==> src/verilog/i3c_target_pkg.sv <==
// Bus event, request and response structs, CCC codes, owner enum and address constants
package i3c_target_pkg;

  // Decoded bus events, one set per clock
  typedef struct packed {
    logic start_det;
    logic stop_det;
    logic scl_posedge;
    logic scl_negedge;
    logic sda_value;
  } bus_state_t;

  typedef struct packed {
    logic rx_req_byte;
    logic rx_req_bit;
    logic tx_req_bit;
    logic tx_value;
  } bus_req_t;

  // Sampled bit of a bit request lands in rx_data[0]
  typedef struct packed {
    logic       rx_done;
    logic [7:0] rx_data;
    logic       tx_done;
  } bus_rsp_t;

  typedef struct packed {
    logic [6:0] sta_addr;
    logic       sta_addr_valid;
    logic [6:0] dyn_addr;
    logic       dyn_addr_valid;
  } target_cfg_t;

  typedef struct packed {
    logic enec_ibi;
    logic enec_hj;
    logic disec_ibi;
    logic disec_hj;
    logic set_mwl;
    logic rst_action_valid;
  } ccc_events_t;

  typedef enum logic {
    sel_fsm,
    sel_ccc
  } xfer_sel_e;

  localparam logic [6:0] BroadcastAddr = 7'h7E;

  // Broadcast CCC codes
  localparam logic [7:0] CccEnec   = 8'h00;
  localparam logic [7:0] CccDisec  = 8'h01;
  localparam logic [7:0] CccSetmwl = 8'h09;
  localparam logic [7:0] CccRstact = 8'h2A;

  // RSTACT defining bytes
  localparam logic [7:0] RstactPeriph   = 8'h01;
  localparam logic [7:0] RstactEscalate = 8'h02;

  // Bit positions in the ENEC and DISEC payload
  localparam int unsigned EventIntBit = 0;
  localparam int unsigned EventHjBit  = 3;

endpackage

==> src/verilog/bus_rx_flow.sv <==
// Bus RX flow that samples SDA on SCL rising edges for bit and byte requests
`timescale 1ns/1ps

module bus_rx_flow
  import i3c_target_pkg::*;
(
  input  logic       clk_i,
  input  logic       rst_ni,
  input  bus_state_t bus_i,
  input  bus_req_t   req_i,
  output logic       rx_done_o,
  output logic [7:0] rx_data_o
);

  logic       busy_q;
  logic [3:0] bits_left_q;
  logic [7:0] shift_q;
  logic       done_q;
  logic       sample;
  logic       abort;

  assign abort  = bus_i.start_det | bus_i.stop_det;
  assign sample = busy_q & bus_i.scl_posedge;

  always_ff @(posedge clk_i or negedge rst_ni) begin
    if (!rst_ni) begin
      busy_q      <= 1'b0;
      bits_left_q <= '0;
      done_q      <= 1'b0;
    end else begin
      done_q <= 1'b0;
      if (abort) begin
        busy_q <= 1'b0;
      end else if (req_i.rx_req_byte || req_i.rx_req_bit) begin
        busy_q      <= 1'b1;
        bits_left_q <= req_i.rx_req_byte ? 4'd8 : 4'd1;
      end else if (sample) begin
        bits_left_q <= bits_left_q - 4'd1;
        if (bits_left_q == 4'd1) begin
          busy_q <= 1'b0;
          done_q <= 1'b1;
        end
      end
    end
  end

  // MSB first
  always_ff @(posedge clk_i) begin
    if (sample) begin
      shift_q <= {shift_q[6:0], bus_i.sda_value};
    end
  end

  assign rx_done_o = done_q;
  assign rx_data_o = shift_q;

endmodule

==> src/verilog/bus_tx_flow.sv <==
// Bus TX flow that drives one requested bit on SDA for one SCL period
`timescale 1ns/1ps

module bus_tx_flow
  import i3c_target_pkg::*;
(
  input  logic       clk_i,
  input  logic       rst_ni,
  input  bus_state_t bus_i,
  input  bus_req_t   req_i,
  output logic       tx_done_o,
  output logic       sda_o,
  output logic       sda_oe_o
);

  typedef enum logic [1:0] {
    tx_idle,
    tx_wait_neg,
    tx_drive
  } tx_state_e;

  tx_state_e state_q;
  logic      value_q;

  always_ff @(posedge clk_i or negedge rst_ni) begin
    if (!rst_ni) begin
      state_q   <= tx_idle;
      value_q   <= 1'b1;
      sda_o     <= 1'b1;
      sda_oe_o  <= 1'b0;
      tx_done_o <= 1'b0;
    end else begin
      tx_done_o <= 1'b0;
      if (bus_i.start_det || bus_i.stop_det) begin
        state_q  <= tx_idle;
        sda_o    <= 1'b1;
        sda_oe_o <= 1'b0;
      end else begin
        case (state_q)
          tx_idle: begin
            if (req_i.tx_req_bit) begin
              state_q <= tx_wait_neg;
              value_q <= req_i.tx_value;
            end
          end
          // SDA changes only while SCL is low
          tx_wait_neg: begin
            if (bus_i.scl_negedge) begin
              state_q  <= tx_drive;
              sda_o    <= value_q;
              sda_oe_o <= 1'b1;
            end
          end
          tx_drive: begin
            if (bus_i.scl_negedge) begin
              state_q   <= tx_idle;
              sda_o     <= 1'b1;
              sda_oe_o  <= 1'b0;
              tx_done_o <= 1'b1;
            end
          end
          default: state_q <= tx_idle;
        endcase
      end
    end
  end

endmodule

==> src/verilog/target_fsm.sv <==
// Target FSM with address match, ACK, T-bit checked data bytes, RX byte port and CCC hand-off
`timescale 1ns/1ps

module target_fsm
  import i3c_target_pkg::*;
(
  input  logic        clk_i,
  input  logic        rst_ni,
  input  logic        enable_i,
  input  bus_state_t  bus_i,
  input  target_cfg_t cfg_i,
  output bus_req_t    req_o,
  input  bus_rsp_t    rsp_i,
  output logic        rx_valid_o,
  output logic [7:0]  rx_data_o,
  input  logic        rx_ready_i,
  output logic        parity_err_o,
  output logic        rx_overflow_o,
  output logic [7:0]  ccc_o,
  output logic        ccc_valid_o
);

  typedef enum logic [2:0] {
    st_idle,
    st_addr,
    st_ack,
    st_data,
    st_tbit,
    st_ccc
  } fsm_state_e;

  fsm_state_e state_q;
  logic       bcast_q;
  logic [7:0] byte_q;
  logic [6:0] own_addr;
  logic       own_addr_valid;
  logic       is_bcast;
  logic       addr_match;
  logic       tbit_done;
  logic       parity_ok;
  logic       deliver;
  logic       rx_slot_free;

  // Dynamic address replaces the static one once assigned
  assign own_addr       = cfg_i.dyn_addr_valid ? cfg_i.dyn_addr : cfg_i.sta_addr;
  assign own_addr_valid = cfg_i.dyn_addr_valid | cfg_i.sta_addr_valid;
  assign is_bcast       = rsp_i.rx_data[7:1] == BroadcastAddr;
  assign addr_match     = !rsp_i.rx_data[0] &&
                          (is_bcast || (own_addr_valid && rsp_i.rx_data[7:1] == own_addr));

  // Good when the nine bits have odd parity
  assign tbit_done    = (state_q == st_tbit) && rsp_i.rx_done;
  assign parity_ok    = ^{byte_q, rsp_i.rx_data[0]};
  assign deliver      = tbit_done && parity_ok && !bcast_q;
  assign rx_slot_free = !rx_valid_o || rx_ready_i;

  always_ff @(posedge clk_i or negedge rst_ni) begin
    if (!rst_ni) begin
      state_q      <= st_idle;
      bcast_q      <= 1'b0;
      req_o        <= '0;
      ccc_valid_o  <= 1'b0;
      parity_err_o <= 1'b0;
    end else begin
      req_o        <= '0;
      ccc_valid_o  <= 1'b0;
      parity_err_o <= 1'b0;
      if (!enable_i || bus_i.stop_det) begin
        state_q <= st_idle;
      end else if (bus_i.start_det) begin
        state_q           <= st_addr;
        req_o.rx_req_byte <= 1'b1;
      end else begin
        case (state_q)
          st_addr: begin
            if (rsp_i.rx_done) begin
              if (addr_match) begin
                // ACK is a driven low bit
                state_q          <= st_ack;
                bcast_q          <= is_bcast;
                req_o.tx_req_bit <= 1'b1;
              end else begin
                state_q <= st_idle;
              end
            end
          end
          st_ack: begin
            if (rsp_i.tx_done) begin
              state_q           <= st_data;
              req_o.rx_req_byte <= 1'b1;
            end
          end
          st_data: begin
            if (rsp_i.rx_done) begin
              state_q          <= st_tbit;
              req_o.rx_req_bit <= 1'b1;
            end
          end
          st_tbit: begin
            if (tbit_done) begin
              if (!parity_ok) begin
                state_q      <= st_idle;
                parity_err_o <= 1'b1;
              end else if (bcast_q) begin
                state_q     <= st_ccc;
                ccc_valid_o <= 1'b1;
              end else begin
                state_q           <= st_data;
                req_o.rx_req_byte <= 1'b1;
              end
            end
          end
          default: ;
        endcase
      end
    end
  end

  always_ff @(posedge clk_i) begin
    if (state_q == st_data && rsp_i.rx_done) begin
      byte_q <= rsp_i.rx_data;
    end
  end

  assign ccc_o = byte_q;

  // SCL cannot be stretched, so a byte without a free slot is lost
  always_ff @(posedge clk_i or negedge rst_ni) begin
    if (!rst_ni) begin
      rx_valid_o    <= 1'b0;
      rx_overflow_o <= 1'b0;
    end else begin
      if (rx_valid_o && rx_ready_i) begin
        rx_valid_o <= 1'b0;
      end
      if (bus_i.start_det) begin
        rx_overflow_o <= 1'b0;
      end
      if (deliver) begin
        if (rx_slot_free) begin
          rx_valid_o <= 1'b1;
        end else begin
          rx_overflow_o <= 1'b1;
        end
      end
    end
  end

  always_ff @(posedge clk_i) begin
    if (deliver && rx_slot_free) begin
      rx_data_o <= byte_q;
    end
  end

endmodule

==> src/verilog/ccc_handler.sv <==
// CCC handler for broadcast ENEC, DISEC, SETMWL and RSTACT, with the reset outputs
`timescale 1ns/1ps

module ccc_handler
  import i3c_target_pkg::*;
(
  input  logic        clk_i,
  input  logic        rst_ni,
  input  bus_state_t  bus_i,
  input  logic [7:0]  ccc_i,
  input  logic        ccc_valid_i,
  output bus_req_t    req_o,
  input  bus_rsp_t    rsp_i,
  output logic        ccc_done_o,
  output ccc_events_t ccc_evt_o,
  output logic [15:0] mwl_o,
  output logic [7:0]  rst_action_o,
  output logic        peripheral_reset_o,
  input  logic        peripheral_reset_done_i,
  output logic        escalated_reset_o
);

  typedef enum logic [1:0] {
    cc_idle,
    cc_byte,
    cc_tbit,
    cc_end
  } ccc_state_e;

  ccc_state_e state_q;
  logic [7:0] code_q;
  logic       more_q;
  logic [7:0] byte_q;
  logic [7:0] msb_q;
  logic       has_payload;
  logic       parity_ok;
  logic       rstact_periph;
  logic       rstact_escalate;

  assign has_payload = ccc_i inside {CccEnec, CccDisec, CccSetmwl, CccRstact};
  assign parity_ok   = ^{byte_q, rsp_i.rx_data[0]};

  // Bus returns to the target FSM on STOP or repeated START
  assign ccc_done_o = (state_q != cc_idle) && (bus_i.start_det || bus_i.stop_det);

  always_ff @(posedge clk_i or negedge rst_ni) begin
    if (!rst_ni) begin
      state_q      <= cc_idle;
      code_q       <= '0;
      more_q       <= 1'b0;
      req_o        <= '0;
      ccc_evt_o    <= '0;
      mwl_o        <= '0;
      rst_action_o <= '0;
    end else begin
      req_o     <= '0;
      ccc_evt_o <= '0;
      if (bus_i.start_det || bus_i.stop_det) begin
        state_q <= cc_idle;
      end else begin
        case (state_q)
          cc_idle: begin
            if (ccc_valid_i) begin
              code_q <= ccc_i;
              more_q <= ccc_i == CccSetmwl;
              if (has_payload) begin
                state_q           <= cc_byte;
                req_o.rx_req_byte <= 1'b1;
              end else begin
                state_q <= cc_end;
              end
            end
          end
          cc_byte: begin
            if (rsp_i.rx_done) begin
              state_q          <= cc_tbit;
              req_o.rx_req_bit <= 1'b1;
            end
          end
          cc_tbit: begin
            if (rsp_i.rx_done) begin
              if (!parity_ok) begin
                state_q <= cc_end;
              end else if (more_q) begin
                more_q            <= 1'b0;
                state_q           <= cc_byte;
                req_o.rx_req_byte <= 1'b1;
              end else begin
                state_q <= cc_end;
                case (code_q)
                  CccEnec: begin
                    ccc_evt_o.enec_ibi <= byte_q[EventIntBit];
                    ccc_evt_o.enec_hj  <= byte_q[EventHjBit];
                  end
                  CccDisec: begin
                    ccc_evt_o.disec_ibi <= byte_q[EventIntBit];
                    ccc_evt_o.disec_hj  <= byte_q[EventHjBit];
                  end
                  CccSetmwl: begin
                    ccc_evt_o.set_mwl <= 1'b1;
                    mwl_o             <= {msb_q, byte_q};
                  end
                  CccRstact: begin
                    ccc_evt_o.rst_action_valid <= 1'b1;
                    rst_action_o               <= byte_q;
                  end
                  default: ;
                endcase
              end
            end
          end
          default: ;
        endcase
      end
    end
  end

  // Previous byte moves up, giving the SETMWL MSB
  always_ff @(posedge clk_i) begin
    if (state_q == cc_byte && rsp_i.rx_done) begin
      byte_q <= rsp_i.rx_data;
      msb_q  <= byte_q;
    end
  end

  assign rstact_periph   = ccc_evt_o.rst_action_valid && rst_action_o == RstactPeriph;
  assign rstact_escalate = ccc_evt_o.rst_action_valid && rst_action_o == RstactEscalate;

  always_ff @(posedge clk_i or negedge rst_ni) begin
    if (!rst_ni) begin
      peripheral_reset_o <= 1'b0;
      escalated_reset_o  <= 1'b0;
    end else begin
      if (rstact_periph) begin
        peripheral_reset_o <= 1'b1;
      end
      if (peripheral_reset_done_i) begin
        peripheral_reset_o <= 1'b0;
      end
      // Held until the next hard reset
      if (rstact_escalate) begin
        escalated_reset_o <= 1'b1;
      end
    end
  end

endmodule

==> src/verilog/xfer_mux.sv <==
// Bus owner selector routing requests and responses between target FSM and CCC handler
`timescale 1ns/1ps

module xfer_mux
  import i3c_target_pkg::*;
(
  input  logic     clk_i,
  input  logic     rst_ni,
  input  logic     ccc_valid_i,
  input  logic     ccc_done_i,
  input  bus_req_t fsm_req_i,
  input  bus_req_t ccc_req_i,
  output bus_req_t bus_req_o,
  input  bus_rsp_t bus_rsp_i,
  output bus_rsp_t fsm_rsp_o,
  output bus_rsp_t ccc_rsp_o
);

  xfer_sel_e sel_q;

  always_ff @(posedge clk_i or negedge rst_ni) begin
    if (!rst_ni) begin
      sel_q <= sel_fsm;
    end else if (sel_q == sel_fsm && ccc_valid_i) begin
      sel_q <= sel_ccc;
    end else if (sel_q == sel_ccc && ccc_done_i) begin
      sel_q <= sel_fsm;
    end
  end

  // Owner not selected sees an idle bus
  always_comb begin
    fsm_rsp_o = '0;
    ccc_rsp_o = '0;
    if (sel_q == sel_ccc) begin
      bus_req_o = ccc_req_i;
      ccc_rsp_o = bus_rsp_i;
    end else begin
      bus_req_o = fsm_req_i;
      fsm_rsp_o = bus_rsp_i;
    end
  end

endmodule

==> src/verilog/controller_standby_i3c.sv <==
// Top level of the I3C standby target with FSM, CCC handler, transfer mux and bus flows
`timescale 1ns/1ps

module controller_standby_i3c
  import i3c_target_pkg::*;
(
  input  logic        clk_i,
  input  logic        rst_ni,
  input  logic        standby_en_i,
  input  bus_state_t  ctrl_bus_i,
  input  target_cfg_t target_cfg_i,
  output logic        sda_o,
  output logic        sda_oe_o,
  output logic        rx_valid_o,
  output logic [7:0]  rx_data_o,
  input  logic        rx_ready_i,
  output logic        parity_err_o,
  output logic        rx_overflow_o,
  output ccc_events_t ccc_evt_o,
  output logic [15:0] mwl_o,
  output logic [7:0]  rst_action_o,
  output logic        peripheral_reset_o,
  input  logic        peripheral_reset_done_i,
  output logic        escalated_reset_o
);

  bus_req_t   fsm_req;
  bus_req_t   ccc_req;
  bus_req_t   bus_req;
  bus_rsp_t   bus_rsp;
  bus_rsp_t   fsm_rsp;
  bus_rsp_t   ccc_rsp;
  logic       bus_rx_done;
  logic [7:0] bus_rx_data;
  logic       bus_tx_done;
  logic [7:0] ccc;
  logic       ccc_valid;
  logic       ccc_done;

  assign bus_rsp = '{rx_done: bus_rx_done, rx_data: bus_rx_data, tx_done: bus_tx_done};

  target_fsm i_target_fsm (
    .clk_i         (clk_i),
    .rst_ni        (rst_ni),
    .enable_i      (standby_en_i),
    .bus_i         (ctrl_bus_i),
    .cfg_i         (target_cfg_i),
    .req_o         (fsm_req),
    .rsp_i         (fsm_rsp),
    .rx_valid_o    (rx_valid_o),
    .rx_data_o     (rx_data_o),
    .rx_ready_i    (rx_ready_i),
    .parity_err_o  (parity_err_o),
    .rx_overflow_o (rx_overflow_o),
    .ccc_o         (ccc),
    .ccc_valid_o   (ccc_valid)
  );

  ccc_handler i_ccc_handler (
    .clk_i                   (clk_i),
    .rst_ni                  (rst_ni),
    .bus_i                   (ctrl_bus_i),
    .ccc_i                   (ccc),
    .ccc_valid_i             (ccc_valid),
    .req_o                   (ccc_req),
    .rsp_i                   (ccc_rsp),
    .ccc_done_o              (ccc_done),
    .ccc_evt_o               (ccc_evt_o),
    .mwl_o                   (mwl_o),
    .rst_action_o            (rst_action_o),
    .peripheral_reset_o      (peripheral_reset_o),
    .peripheral_reset_done_i (peripheral_reset_done_i),
    .escalated_reset_o       (escalated_reset_o)
  );

  xfer_mux i_xfer_mux (
    .clk_i       (clk_i),
    .rst_ni      (rst_ni),
    .ccc_valid_i (ccc_valid),
    .ccc_done_i  (ccc_done),
    .fsm_req_i   (fsm_req),
    .ccc_req_i   (ccc_req),
    .bus_req_o   (bus_req),
    .bus_rsp_i   (bus_rsp),
    .fsm_rsp_o   (fsm_rsp),
    .ccc_rsp_o   (ccc_rsp)
  );

  bus_rx_flow i_bus_rx_flow (
    .clk_i     (clk_i),
    .rst_ni    (rst_ni),
    .bus_i     (ctrl_bus_i),
    .req_i     (bus_req),
    .rx_done_o (bus_rx_done),
    .rx_data_o (bus_rx_data)
  );

  bus_tx_flow i_bus_tx_flow (
    .clk_i     (clk_i),
    .rst_ni    (rst_ni),
    .bus_i     (ctrl_bus_i),
    .req_i     (bus_req),
    .tx_done_o (bus_tx_done),
    .sda_o     (sda_o),
    .sda_oe_o  (sda_oe_o)
  );

endmodule

==> config.mk <==
export PLATFORM = sky130hd
export DESIGN_NAME = controller_standby_i3c
export DESIGN_NICKNAME = d
export VERILOG_FILES = /design/src/verilog/i3c_target_pkg.sv /design/src/verilog/bus_rx_flow.sv /design/src/verilog/bus_tx_flow.sv /design/src/verilog/target_fsm.sv /design/src/verilog/ccc_handler.sv /design/src/verilog/xfer_mux.sv /design/src/verilog/controller_standby_i3c.sv
export SDC_FILE = /design/constraint.sdc
export NUM_CORES = 1
export LEC_CHECK = 0
export BUFFER_PORTS_ARGS = -buffer_cell sky130_fd_sc_hd__clkbuf_2
export CAP_MARGIN = 10
export CELL_PAD_IN_SITES_DETAIL_PLACEMENT = 0
export CELL_PAD_IN_SITES_GLOBAL_PLACEMENT = 1
export CORE_MARGIN = 2
export CORE_UTILIZATION = 25
export CTS_CLUSTER_SIZE = 28
export DETAILED_ROUTE_END_ITERATION = 10
export GPL_TIMING_DRIVEN = 0
export PLACE_DENSITY_LB_ADDON = 0.1
export SYNTH_ARGS = -nofsm -noshare
export SYNTH_HDL_FRONTEND = slang
export SYNTH_SLANG_ARGS = --single-unit
==> constraint.sdc <==
create_clock -name clk_i -period 7.27 [get_ports clk_i]
set_input_delay 1.454 -clock clk_i [delete_from_list [all_inputs] [get_ports clk_i]]
set_output_delay 1.454 -clock clk_i [all_outputs]
set_load 0.01 [all_outputs]
After elaboration in Yosys (flattened, before gate mapping):

Index checks and enable logic that the tools add are counted.

* equality and inequality tests: 32
* div/mod/pow operators: 0
* bitwise operators: 9
* reduce and logical (&&, ||, !) cells: 52
* multiplexer cells: 104
* order comparisons: 0
* shifts and indexed selects: 0
* multipliers: 0
* add/subtract/negate cells: 1

Operators with widths (number)
* $mux W1: 59
* $mux W2: 16
* $mux W6: 5
* $mux W3: 9
* $eq A8 B1 Y1 const B: 3
* $mux W10: 2
* $reduce_xor A9 Y1: 2
* $eq A8 B4 Y1 const B: 2
* $eq A8 B6 Y1 const B: 2
* $logic_not A8 Y1: 2
* $mux W4: 4
* $reduce_and A5 Y1: 3
* $logic_and A1 B1 Y1: 14
* $ne A3 B2 Y1 const B: 4
* $pmux W2 S3: 2
* $pmux W3 S4: 1
* $reduce_and A3 Y1: 4
* $reduce_and A6 Y1: 2
* $pmux W1 S2: 5
* $reduce_bool A2 Y1: 5
* $reduce_bool A3 Y1: 3
* $eq A8 B2 Y1 const B: 1
* $ne A4 B2 Y1 const B: 2
* $ne A4 B3 Y1 const B: 2
* 23 further kinds: 44

* latch bits: 0
* register bits: 109
* memories: 0
* output and inout bits: 45
* ROM bits: 0
* input bits: 26
* bits in writable memories: 0

Depth between registers and ports, before layout:

Gate-level depths: netlist of run 1.

* depth after elaboration: 10
* depth in mapped cells: 8
* mapped depth without buffers: 7

Cells and area by module:

From an unflattened synthesis of run 1, not the netlist that was laid out.

* cell total of the unflattened synthesis: 384
* area total of the unflattened synthesis: 5061.1 um^2

By module, submodules not included
* ccc_handler: cells an instance 171, sequential area each 1606.5 um^2, instances 1, area an instance 2565.0 um^2
* target_fsm: cells an instance 110, sequential area each 755.7 um^2, instances 1, area an instance 1338.8 um^2
* bus_rx_flow: cells an instance 45, sequential area each 390.4 um^2, instances 1, area an instance 595.6 um^2
* bus_tx_flow: cells an instance 28, sequential area each 152.6 um^2, instances 1, area an instance 302.8 um^2
* xfer_mux: cells an instance 30, sequential area each 25.0 um^2, instances 1, area an instance 259.0 um^2

Worst setup path after synthesis of run 1:

OpenSTA, ideal clock, no wires.

* path type: in2reg
* from: input ctrl_bus_i[4] (netlist name)
* to: register i_ccc_handler.mwl_o[10]
* arrival: 3.144 ns
* slack: 4.001 ns
* stages: 7
* path through: or2_1 -> buf_6 -> nor4b_4 -> and4_1 -> nor3b_4 -> buf_12 -> mux2_4

* cells in the longest elaborated chain, start to end: 3

Ends and longest elaborated chain
* start, declared: RTL line controller_standby_i3c.sv:10 `input bus_state_t ctrl_bus_i,`
* $logic_or A1 B1 Y1: RTL line ccc_handler.sv:58 `if (bus_i.start_det || bus_i.stop_det) begin`
* $not A1 Y1 (no line)
* $reduce_and A6 Y1 (no line)
* end signal, assigned: RTL line ccc_handler.sv:101 `mwl_o <= {msb_q, byte_q};`
* end, declared: RTL line ccc_handler.sv:16 `output logic [15:0] mwl_o,`

Every way passes these cells.
A chain may end at the register's enable or synchronous reset.

Worst setup path after layout of run 1:

* from: input ctrl_bus_i[4] (netlist name)
* to: register i_ccc_handler.mwl_o[8]

Same word-level chain as after synthesis.

==> flow_summary_export.csv, run 1 <==
group,metric,value,unit
outcome,status,"finished, final reports clean",
min_path,worst_hold_path.num_cells,1,
floorplanning,core.rowCount,51,
timing,worst_clock_skew,0.00962,ns
timing,min_period_over_period,45.8,%
timing,clock.fmax,300,MHz
cells_and_area,area_delta_synth_final,20.8,%
routing,num_vias,3196,
cells_and_area,drive_above_1_share,28.5,%
cells_and_area,layout.nets,500,
min_path,worstHoldStart,"i_bus_tx_flow.value_q",
timing,timing.final.hold_violations,0,
global_route,via_count_of_the_first_global_routing_pass,3312,
synth,yosysTopAreaCell,"dfrtp_1",
synth,yosys.area_share.adder,2.27,%
cts,postCtsSetupBuffers,0,
cells_and_area,antennaDiodeCount,0,
synth,async_reset_ff_share,63.3,%
global_route,grt_pass1_wl,18.7,mm
placed_design,gp_congestion,0.727,
timing,period_minus_slack,3.33,ns
routing,routed_via_density,4.35,
floorplanning,die_w,145,µm
floorplanning,coreArea,0.0195,mm²
cts,htree_levels,3,
min_path,holdCritPathClass,"register to register",
synth,yosysSeqAreaShare,59.1,%
critical_path,required,7.52,ns
routing,wl_per_cell,15.9,µm
cells_and_area,area_occupied_by_multi_input_gates,0.00188,mm²
floorplanning,die_height,145,µm
timing,setup-tns-final,0,ns
global_route,pin_count_of_the_biggest_net_entering_global_routing,42,
synth,synth.mux.area_fraction,10.6,%
critical_path,rr_startpoint,"i_target_fsm.ccc_o[5]",
timing,worst_slew_margin_relative_to_its_limit,44.5,%
critical_path,worstSetupStartpointType,"input pin",
timing,rsz_0062_raised_after_global_routing,"false",
critical_path,worst_path_largest_cell_delay,0.53,ns
global_route,track_usage,11.9,%
cells_and_area,seq_area,0.00293,mm²
synth,synth_edf_count,40,
cells_and_area,finish.cell_count_without_fillers,735,
synth,synth-simple-area-share,14.2,%
synth,synth_common_cells,"67 x dfrtp_1, 40 x edfxtp_1, 25 x mux2_2",
routing,drt_wl_total,11.7,mm
pwr,power.leakage,2.64,nW
synth,synthDominantCellAreaShare,33.8,%
placed_design,post-place-cells,719,
critical_path,crit-reg2reg-capture,"i_target_fsm.rx_data_o[2]",
routing,drc,0,
pwr,power_density,206,mW/mm²
synth,synth_top_family_by_area,"simple AND/OR/NAND/NOR gates",
routing,ant_nets,0,
flow_run,max-cap-violations,0,
cts,clk_root_buffer_cell,"clkbuf_16",
critical_path,r2r_setup_slack,4.26,ns
synth,synth_area_per_cell,12.9,µm²
cts,cts_tree,"done",
critical_path,end_kind,"register",
timing,final_max_tran_viols,0,
floorplanning,boundaryPins,71,
critical_path,cp_cell_sequence,"clkbuf_2 > or2_1 > buf_6 > nor4b_4 > and4_1 > nor3b_4 > buf_12 > mux2_4",
cts,number_of_buffers_added_by_the_clock_tree_synthesis_step,9,
routing,dr.first_iter.drc_count,156,
critical_path,worst_r2r_path_depth,5,
timing,setup_viol,0,
synth,mappedNetlistArea,0.00496,mm²
synth,post_synth_num_cell_types,62,
synth,ys.warnings.count,0,
cts,cts_sinks,109,
min_path,holdPathEnd,"i_bus_tx_flow.value_q",
synth,synth.area.top_cells,"dfrtp_1 34%, edfxtp_1 24%, mux2_2 5.7%, xnor2_1 3.0%, mux2_4 2.7%",
placed_design,place_hpwl,8.71,mm
cts,clkLatencyLatePin,0.36,ns
cts,ctsResizeCount,0,
timing,finalHoldWorstSlack,0.466,ns
critical_path,worst_path_maximum_fanout,10,
global_route,grt_antenna_before_repair,0,
synth,synthCells,383,
floorplanning,fp.dieArea,0.0210,mm²
cells_and_area,fill_cells,2002,
cells_and_area,post-route-util,30.8,%
cts,ctsHoldBuffers,0,
global_route,overflow_left_after_global_routing,0,
synth,postSynthRegisterBits,109,
cts,clock_tree.buffer_depth,2,
placed_design,numPortBuffers,69,
floorplanning,initial_utilization,25.5,%
timing,worst_pin_slew,0.831,ns
synth,synth_compound_gate_area_share,6.51,%
critical_path,cp_data_arrival_time,3.58,ns
synth,synthMostInstantiatedCell,"dfrtp_1",
critical_path,crit_path_slowest_cell,"nor3b_4",
critical_path,path_class,"input pin to register",
synth,postSynthNetCount,418,
synth,post_synth_xor_area_fraction,4.41,%
routing,drt-pass1-iter-count,5,
synth,synth-main-ff-cell,"dfrtp_1",
pwr,power.ir.vdd_worst,0.120,mV
cts,clock_input_transition_at_the_sequential_cells_of_the_worst_setup_and_hold_paths,0.08,ns
where the power goes:
part | internal, mW | switching (mW)
logic | 0.0303 | 0.0525
registers | 0.642 | 0.00404
clock network | 0.249 | 0.259
total | 0.921 | 0.316
worst max-delay path, delay by kind of cell:
family	cells	cell delay, ns
multiplexers	1	0.30
AND/OR/NAND/NOR	4	1.31
buffers and inverters	3	0.51
layout make-up:
class | instances | share of cell area, %
Multi-Input combinational cell | 242 | 31.4
Buffer | 11 | 1.11
Tap cell | 265 | 5.53
Timing Repair Buffer | 71 | 6.45
Clock buffer | 9 | 3.76
Clock inverter | 7 | 1.48
Inverter | 21 | 1.32
Sequential cell | 109 | 48.9
kinds of logic after synthesis:
logic type | Yosys count
AOI/OAI and AO/OA | 49
xor gates and xnor gates | 21
adders and majority gates | 9
buffers and inverters | 32
DFF | 109
muxes | 45
and+or+nand+nor | 118
stage by stage:
stage / instance area [µm²] / power, mW / setup slack [ns]
2_1_floorplan: 4960 / 0.706 / 4.00
6_report: 5990 / 1.24 / 3.94
3_3_place_gp: 5640 / 0.740 / 3.55
4_1_cts: 5990 / 1.26 / 3.92
3_5_place_dp: 5680 / 0.744 / 3.53
5_1_grt: 5990 / 1.30 / 3.84
worst max path at each step:
stage          depth (start not counted)                 endpoint  slack, ns     startpoint
2_1_floorplan                          7  i_ccc_handler.mwl_o[10]       4.00  ctrl_bus_i[4]
3_3_place_gp                           8  i_ccc_handler.mwl_o[12]       3.55  ctrl_bus_i[4]
3_5_place_dp                           8  i_ccc_handler.mwl_o[12]       3.53  ctrl_bus_i[4]
4_1_cts                                8   i_ccc_handler.mwl_o[9]       3.92  ctrl_bus_i[4]
5_1_grt                                8   i_ccc_handler.mwl_o[8]       3.84  ctrl_bus_i[4]
6_report                               8   i_ccc_handler.mwl_o[8]       3.94  ctrl_bus_i[4]
per-layer routing:
metal,GRT usage [%],wire [µm]
met5,0,0
met3,2.76,424
met2,19.6,5560
met1,15.5,5520
met4,3.99,183
sequential cells by signal, summed over array words and instances (netlist names), 2 cells and up:
register / flops
i_ccc_handler.msb_q: 8
i_target_fsm.state_q: 3
i_bus_rx_flow.rx_data_o: 8
i_ccc_handler.byte_q: 8
i_target_fsm.rx_data_o: 8
i_ccc_handler.code_q: 8
i_ccc_handler.rst_action_o: 8
i_ccc_handler.mwl_o: 16
i_bus_rx_flow.bits_left_q: 4
i_ccc_handler.state_q: 2
i_ccc_handler.ccc_evt_o: 6
i_target_fsm.req_o: 3
i_target_fsm.ccc_o: 8
i_ccc_handler.req_o: 2
i_bus_tx_flow.state_q: 2
placed cells by master (no fill, tap or decap), types with 3 or more instances in the layout:
cell type,instances
a21oi_1,11
mux2_2,25
xnor2_1,17
edfxtp_1,40
o21ai_0,12
and2_1,13
nand2b_1,10
clkbuf_1,7
dfrtp_1,67
clkbuf_16,9
a31oi_1,4
nand4_1,5
mux2i_1,11
mux2_4,9
nor4_1,6
clkbuf_2,68
nor2b_1,14
nand2_1,20
nor2_1,17
and3_1,3
nor3_1,7
inv_1,21
o22ai_1,3
nand3_1,3
ha_1,9
Note: power is estimated with default switching activity, not from simulation.
==> run 2, diff against run 1 <==
Settings changed: ABC_AREA set to 1.
Clock period 7.27 ns to 2.7 ns, I/O delays scaled along.
==> flow_summary_export.csv, run 2 <==
group,metric,value,unit
synth,synthMostInstantiatedCell,"nand2_1",
routing,num_vias,4058,
critical_path,path_class,"register to register",
synth,mappedNetlistArea,0.00518,mm²
floorplanning,coreArea,0.0203,mm²
synth,synth_edf_count,40,
cells_and_area,final_design_area_no_fill,0.00625,mm²
cts,clock_tree.buffer_depth,2,
placed_design,gp_congestion,0.779,
timing,final_max_tran_viols,0,
critical_path,worstSetupStartpointType,"register",
pwr,power.total,3.54,mW
timing,worst_slew_margin_relative_to_its_limit,50.6,%
synth,async_reset_ff_share,63.3,%
cells_and_area,top_register,"i_ccc_handler.mwl_o",
routing,drc,0,
cells_and_area,area_delta_synth_final,20.7,%
synth,yosysSeqAreaShare,56.6,%
global_route,grt_pass1_wl,21.8,mm
timing,period_minus_slack,2.40,ns
cts,number_of_buffers_added_by_the_clock_tree_synthesis_step,9,
timing,setup_viol,0,
cts,postCtsSetupBuffers,0,
timing,setup_slack,0.304,ns
critical_path,cp_data_arrival_time,2.43,ns
timing,worst_clock_skew,0.00752,ns
critical_path,required,2.73,ns
timing,rsz_0062_raised_after_global_routing,"false",
synth,yosysTopAreaCell,"dfrtp_1",
cells_and_area,layout_common_cells,"193 x nand2_1, 82 x inv_1, 68 x clkbuf_2",
floorplanning,die_height,148,µm
pwr,power.leakage,3.15,nW
critical_path,worst_r2r_path_depth,11,
routing,routed_via_density,4.29,
timing,clock.fmax,417,MHz
synth,ys.warnings.count,0,
outcome,status,"finished, final reports clean",
cells_and_area,finish.cell_count_without_fillers,946,
global_route,overflow_left_after_global_routing,0,
synth,postSynthRegisterBits,109,
cts,clock_input_transition_at_the_sequential_cells_of_the_worst_setup_and_hold_paths,0.08,ns
floorplanning,die_w,148,µm
placed_design,place_hpwl,9.99,mm
global_route,track_usage,12.7,%
routing,drt-pass1-iter-count,4,
routing,ant_nets,0,
synth,synth_area_per_cell,8.79,µm²
timing,worst_pin_slew,0.738,ns
floorplanning,boundaryPins,71,
placed_design,post-place-cells,930,
synth,synthCells,589,
cells_and_area,layout.cells.most_common,"nand2_1",
flow_run,max-cap-violations,0,
cts,cts_tree,"done",
floorplanning,initial_utilization,25.5,%
placed_design,dpl_cell_area,0.00590,mm²
critical_path,end_kind,"register",
cells_and_area,antennaDiodeCount,0,
min_path,holdCritPathClass,"input pin to async pin",
routing,dr.first_iter.drc_count,185,
cells_and_area,layout.nets,706,
placed_design,pre_cts_slack,-0.144,ns
timing,timing.final.hold_violations,0,
cts,htree_levels,3,
pwr,power.ir.vdd_worst,0.277,mV
cts,clk_root_buffer_cell,"clkbuf_16",
cells_and_area,drive_above_1_share,16.4,%
synth,postSynthNetCount,624,
cells_and_area,largest_register_ff_count,16,
routing,wl_per_cell,13.8,µm
global_route,via_count_of_the_first_global_routing_pass,4082,
critical_path,worst_path_maximum_fanout,10,
timing,min_period_over_period,88.7,%
floorplanning,fp.dieArea,0.0219,mm²
routing,drt_wl_total,13.1,mm
cts,ctsResizeCount,1,
global_route,grt_antenna_before_repair,0,
cts,clkLatencyLatePin,0.35,ns
global_route,pin_count_of_the_biggest_net_entering_global_routing,40,
placed_design,numPortBuffers,69,
synth,synth-main-ff-cell,"dfrtp_1",
synth,synth_common_cells,"193 x nand2_1, 82 x inv_1, 67 x dfrtp_1",
cts,ctsHoldBuffers,0,
synth,synth.area.top_cells,"dfrtp_1 32%, edfxtp_1 23%, nand2_1 14%, inv_1 5.9%, nand4_1 4.1%",
cts,cts_sinks,109,
synth,post_synth_num_cell_types,39,
floorplanning,core.rowCount,52,
pwr,power_density,566,mW/mm²
synth,synthDominantCellAreaShare,32.4,%
## run 2: cell types whose count changed after synthesis, sizes merged, moves of 10 or more
cell    delta
inv       +62
mux2i     -11
nand3     +33
xnor2     -17
and2      -12
nand2b    -10
nand2    +173
mux2      -34
nor2      +29
nand4     +29
nor2b     -14
## run 2: where the power goes
part           switching [mW]  internal (mW)  total [mW]
combinational           0.133         0.0819       0.215
clock                   0.631          0.912        1.54
sequential             0.0341           1.74        1.78
total                   0.798           2.74        3.54
## run 2: stage by stage
step	TNS (ns)	util, %	hold slack (ns)
floorplan	0	-	0.244
global placement	-0.781	28.9	0.423
detailed placement	-1.15	29.0	0.435
CTS	0	30.8	0.180
global route	0	30.8	0.196
finish	0	30.8	0.167
## run 2: area by class of cell
type                       count  area, µm²
fill                        2201      14100
sequential                   109       2930
multi-input combinational    382       1850
timing repair buffer          71        379
tap                          270        338
inverter                      83        312
clock buffer                   9        225
clock inverter                 7        120
buffer                        15       90.1
## run 2: critical path, stage by stage, from the launching register on
cell	delay [ns]
dfrtp_1	0.37
buf_4	0.17
inv_1	0.10
buf_2	0.26
nand3_1	0.12
nand2_1	0.08
nand2_1	0.04
nand2_1	0.07
nand3_1	0.07
nand2_1	0.18
nand4_1	0.28
nor2_4	0.34
## run 2: final timing paths
| kind | startpoint | to | slack (ns) |
|---|---|---|---|
| setup / recovery | i_xfer_mux.sel_q | i_target_fsm.rx_data_o[6] | 0.30 |
| hold / removal | rst_ni | i_bus_rx_flow.bits_left_q[2] | 0.17 |
| setup reg to reg | i_xfer_mux.sel_q | i_target_fsm.rx_data_o[6] | 0.30 |
| hold reg to reg | i_target_fsm.req_o[1] | i_bus_tx_flow.value_q | 0.43 |
| max in group asynchronous | rst_ni | i_ccc_handler.code_q[2] | 1.96 |
| min in group clk_i | peripheral_reset_done_i | i_ccc_handler.peripheral_reset_o | 0.33 |
## run 2: cell families after synthesis
logic type	after synthesis	synth area share, %
simple gates	335	29.1
compound gates	34	3.67
xor+xnor	4	0.677
flops	109	56.6
buf+inv	98	7.76
fa+ha+maj	9	2.17
## run 2: routing by layer
metal  global-route usage, %  part of all wire, %  vias up
li1                        -                    -     2071
met1                    17.5                   50     1892
met2                    20.5                   45       82
met3                    1.98                  3.3       13
met4                    4.00                  1.5        0
met5                       0                    0        -
==> run 3, diff against run 2 <==
Settings changed: BUFFER_PORTS_ARGS -buffer_cell sky130_fd_sc_hd__clkbuf_2 to unset, DONT_BUFFER_PORTS set to 1.
==> flow_summary_export.csv, run 3 (synthesis gave the netlist of run 2 again) <==
group,metric,value,unit
cts,number_of_buffers_added_by_the_clock_tree_synthesis_step,9,
critical_path,worst_path_maximum_fanout,10,
cells_and_area,layout_common_cells,"193 x nand2_1, 82 x inv_1, 67 x dfrtp_1",
timing,min_period_over_period,89.0,%
global_route,track_usage,12.5,%
floorplanning,initial_utilization,25.5,%
timing,timing.final.hold_violations,0,
cells_and_area,area_delta_synth_final,13.7,%
placed_design,place_hpwl,9.59,mm
timing,setup_slack,0.297,ns
cts,clock_input_transition_at_the_sequential_cells_of_the_worst_setup_and_hold_paths,0.07,ns
placed_design,gp_congestion,0.751,
routing,routed_via_density,4.34,
cts,htree_levels,3,
pwr,power.ir.vdd_worst,0.273,mV
routing,drt_wl_total,13.1,mm
placed_design,numPortBuffers,0,
timing,period_minus_slack,2.40,ns
cells_and_area,layout.cells.most_common,"nand2_1",
global_route,overflow_left_after_global_routing,0,
routing,num_vias,3805,
timing,finalHoldWorstSlack,0.0265,ns
cts,clock_tree.buffer_depth,2,
cells_and_area,drive_above_1_share,6.75,%
pwr,power.leakage,2.84,nW
pwr,power_density,576,mW/mm²
routing,drt-pass1-iter-count,5,
cells_and_area,layout.nets,637,
global_route,pin_count_of_the_biggest_net_entering_global_routing,68,
cells_and_area,seq_area,0.00293,mm²
cells_and_area,largest_register_ff_count,16,
timing,rsz_0062_raised_after_global_routing,"false",
cells_and_area,antennaDiodeCount,0,
floorplanning,coreArea,0.0203,mm²
critical_path,required,2.73,ns
cells_and_area,area_occupied_by_multi_input_gates,0.00185,mm²
cells_and_area,top_register,"i_ccc_handler.mwl_o",
cells_and_area,post-route-util,29.0,%
timing,final_max_tran_viols,0,
cts,clkLatencyLatePin,0.35,ns
global_route,via_count_of_the_first_global_routing_pass,3788,
timing,setup_viol,0,
critical_path,end_kind,"register",
min_path,holdCritPathClass,"input pin to async pin",
timing,worst_clock_skew,0.00456,ns
floorplanning,die_height,148,µm
routing,wl_per_cell,15.0,µm
floorplanning,boundaryPins,71,
placed_design,pre_cts_slack,-0.110,ns
routing,dr.first_iter.drc_count,259,
global_route,grt_pass1_wl,21.1,mm
cells_and_area,fill_cells,2164,
timing,worst_slew_margin_relative_to_its_limit,51.5,%
global_route,grt_antenna_before_repair,1,
timing,clock.fmax,416,MHz
floorplanning,core.rowCount,52,
cts,cts_tree,"done",
routing,ant_nets,0,
floorplanning,fp.dieArea,0.0219,mm²
cts,postCtsSetupBuffers,0,
routing,drc,0,
cts,clk_root_buffer_cell,"clkbuf_16",
floorplanning,die_w,148,µm
flow_run,max-cap-violations,0,
outcome,status,"finished, final reports clean",
critical_path,path_class,"register to register",
cts,cts_sinks,109,
critical_path,cp_data_arrival_time,2.43,ns
timing,worst_pin_slew,0.725,ns
critical_path,worstSetupStartpointType,"register",
pwr,power.total,3.39,mW
run 3: area by class of cell:
type                            instances  area share (%)
Sequential cell                       109            49.8
Multi-Input combinational cell        382            31.5
Tap cell                              270            5.74
Inverter                               83            5.29
Clock buffer                           13            5.16
Buffer                                 15            1.53
Timing Repair Buffer                    2           0.659
Clock inverter                          3           0.340
run 3: timing repair:
item / in CTS / in global routing
setup endpoints to repair: 8 / 8
resized for setup: 1 / 1
hold buffers: 1 / 0
endpoints found under the hold margin: 67 / 0
run 3: final timing paths:
path,from,endpoint,slack (ns),cells past startpoint
max in group asynchronous,rst_ni,i_ccc_handler.code_q[7],2.35,1
max reg2reg,i_xfer_mux.sel_q,i_target_fsm.rx_data_o[1],0.30,11
min,rst_ni,i_bus_tx_flow.sda_o,0.03,0
max,i_xfer_mux.sel_q,i_target_fsm.rx_data_o[1],0.30,11
min reg2reg,i_target_fsm.req_o[1],i_bus_tx_flow.value_q,0.44,1
min in group clk_i,peripheral_reset_done_i,i_ccc_handler.peripheral_reset_o,0.24,1
run 3: worst max-delay path, cell delays in order (launching register included):
cell and delay [ns]:
dfrtp_1 0.36, buf_4 0.17, inv_1 0.10, buf_2 0.27, nand3_1 0.13, nand2_1 0.08
nand2_1 0.04, nand2_1 0.06, nand3_1 0.07, nand2_1 0.17, nand4_1 0.29, nor2_4 0.33
run 3: metrics by stage:
stage | cells | instance area, µm² | setup TNS (ns)
finish | 877 | 5890 | 0
global route | 877 | 5890 | 0
global placement | 859 | 5520 | -0.714
detailed placement | 860 | 5530 | -0.879
floorplan | 589 | 5180 | 0
CTS | 877 | 5880 | 0
run 3: power breakdown:
group | internal, mW | leakage (nW) | switching [mW]
clock network | 0.797 | 0.162 | 0.619
logic | 0.0701 | 1.39 | 0.126
registers | 1.74 | 1.29 | 0.0332
total | 2.61 | 2.84 | 0.778
run 3: layer usage:
layer	global-route usage, %	part of all wire, %	vias to the layer above
met1	16.7	49	1770
met4	3.57	1.1	2
met2	20.1	45	89
li1	-	-	1933
met3	3.30	5.0	11
met5	0	0.053	-
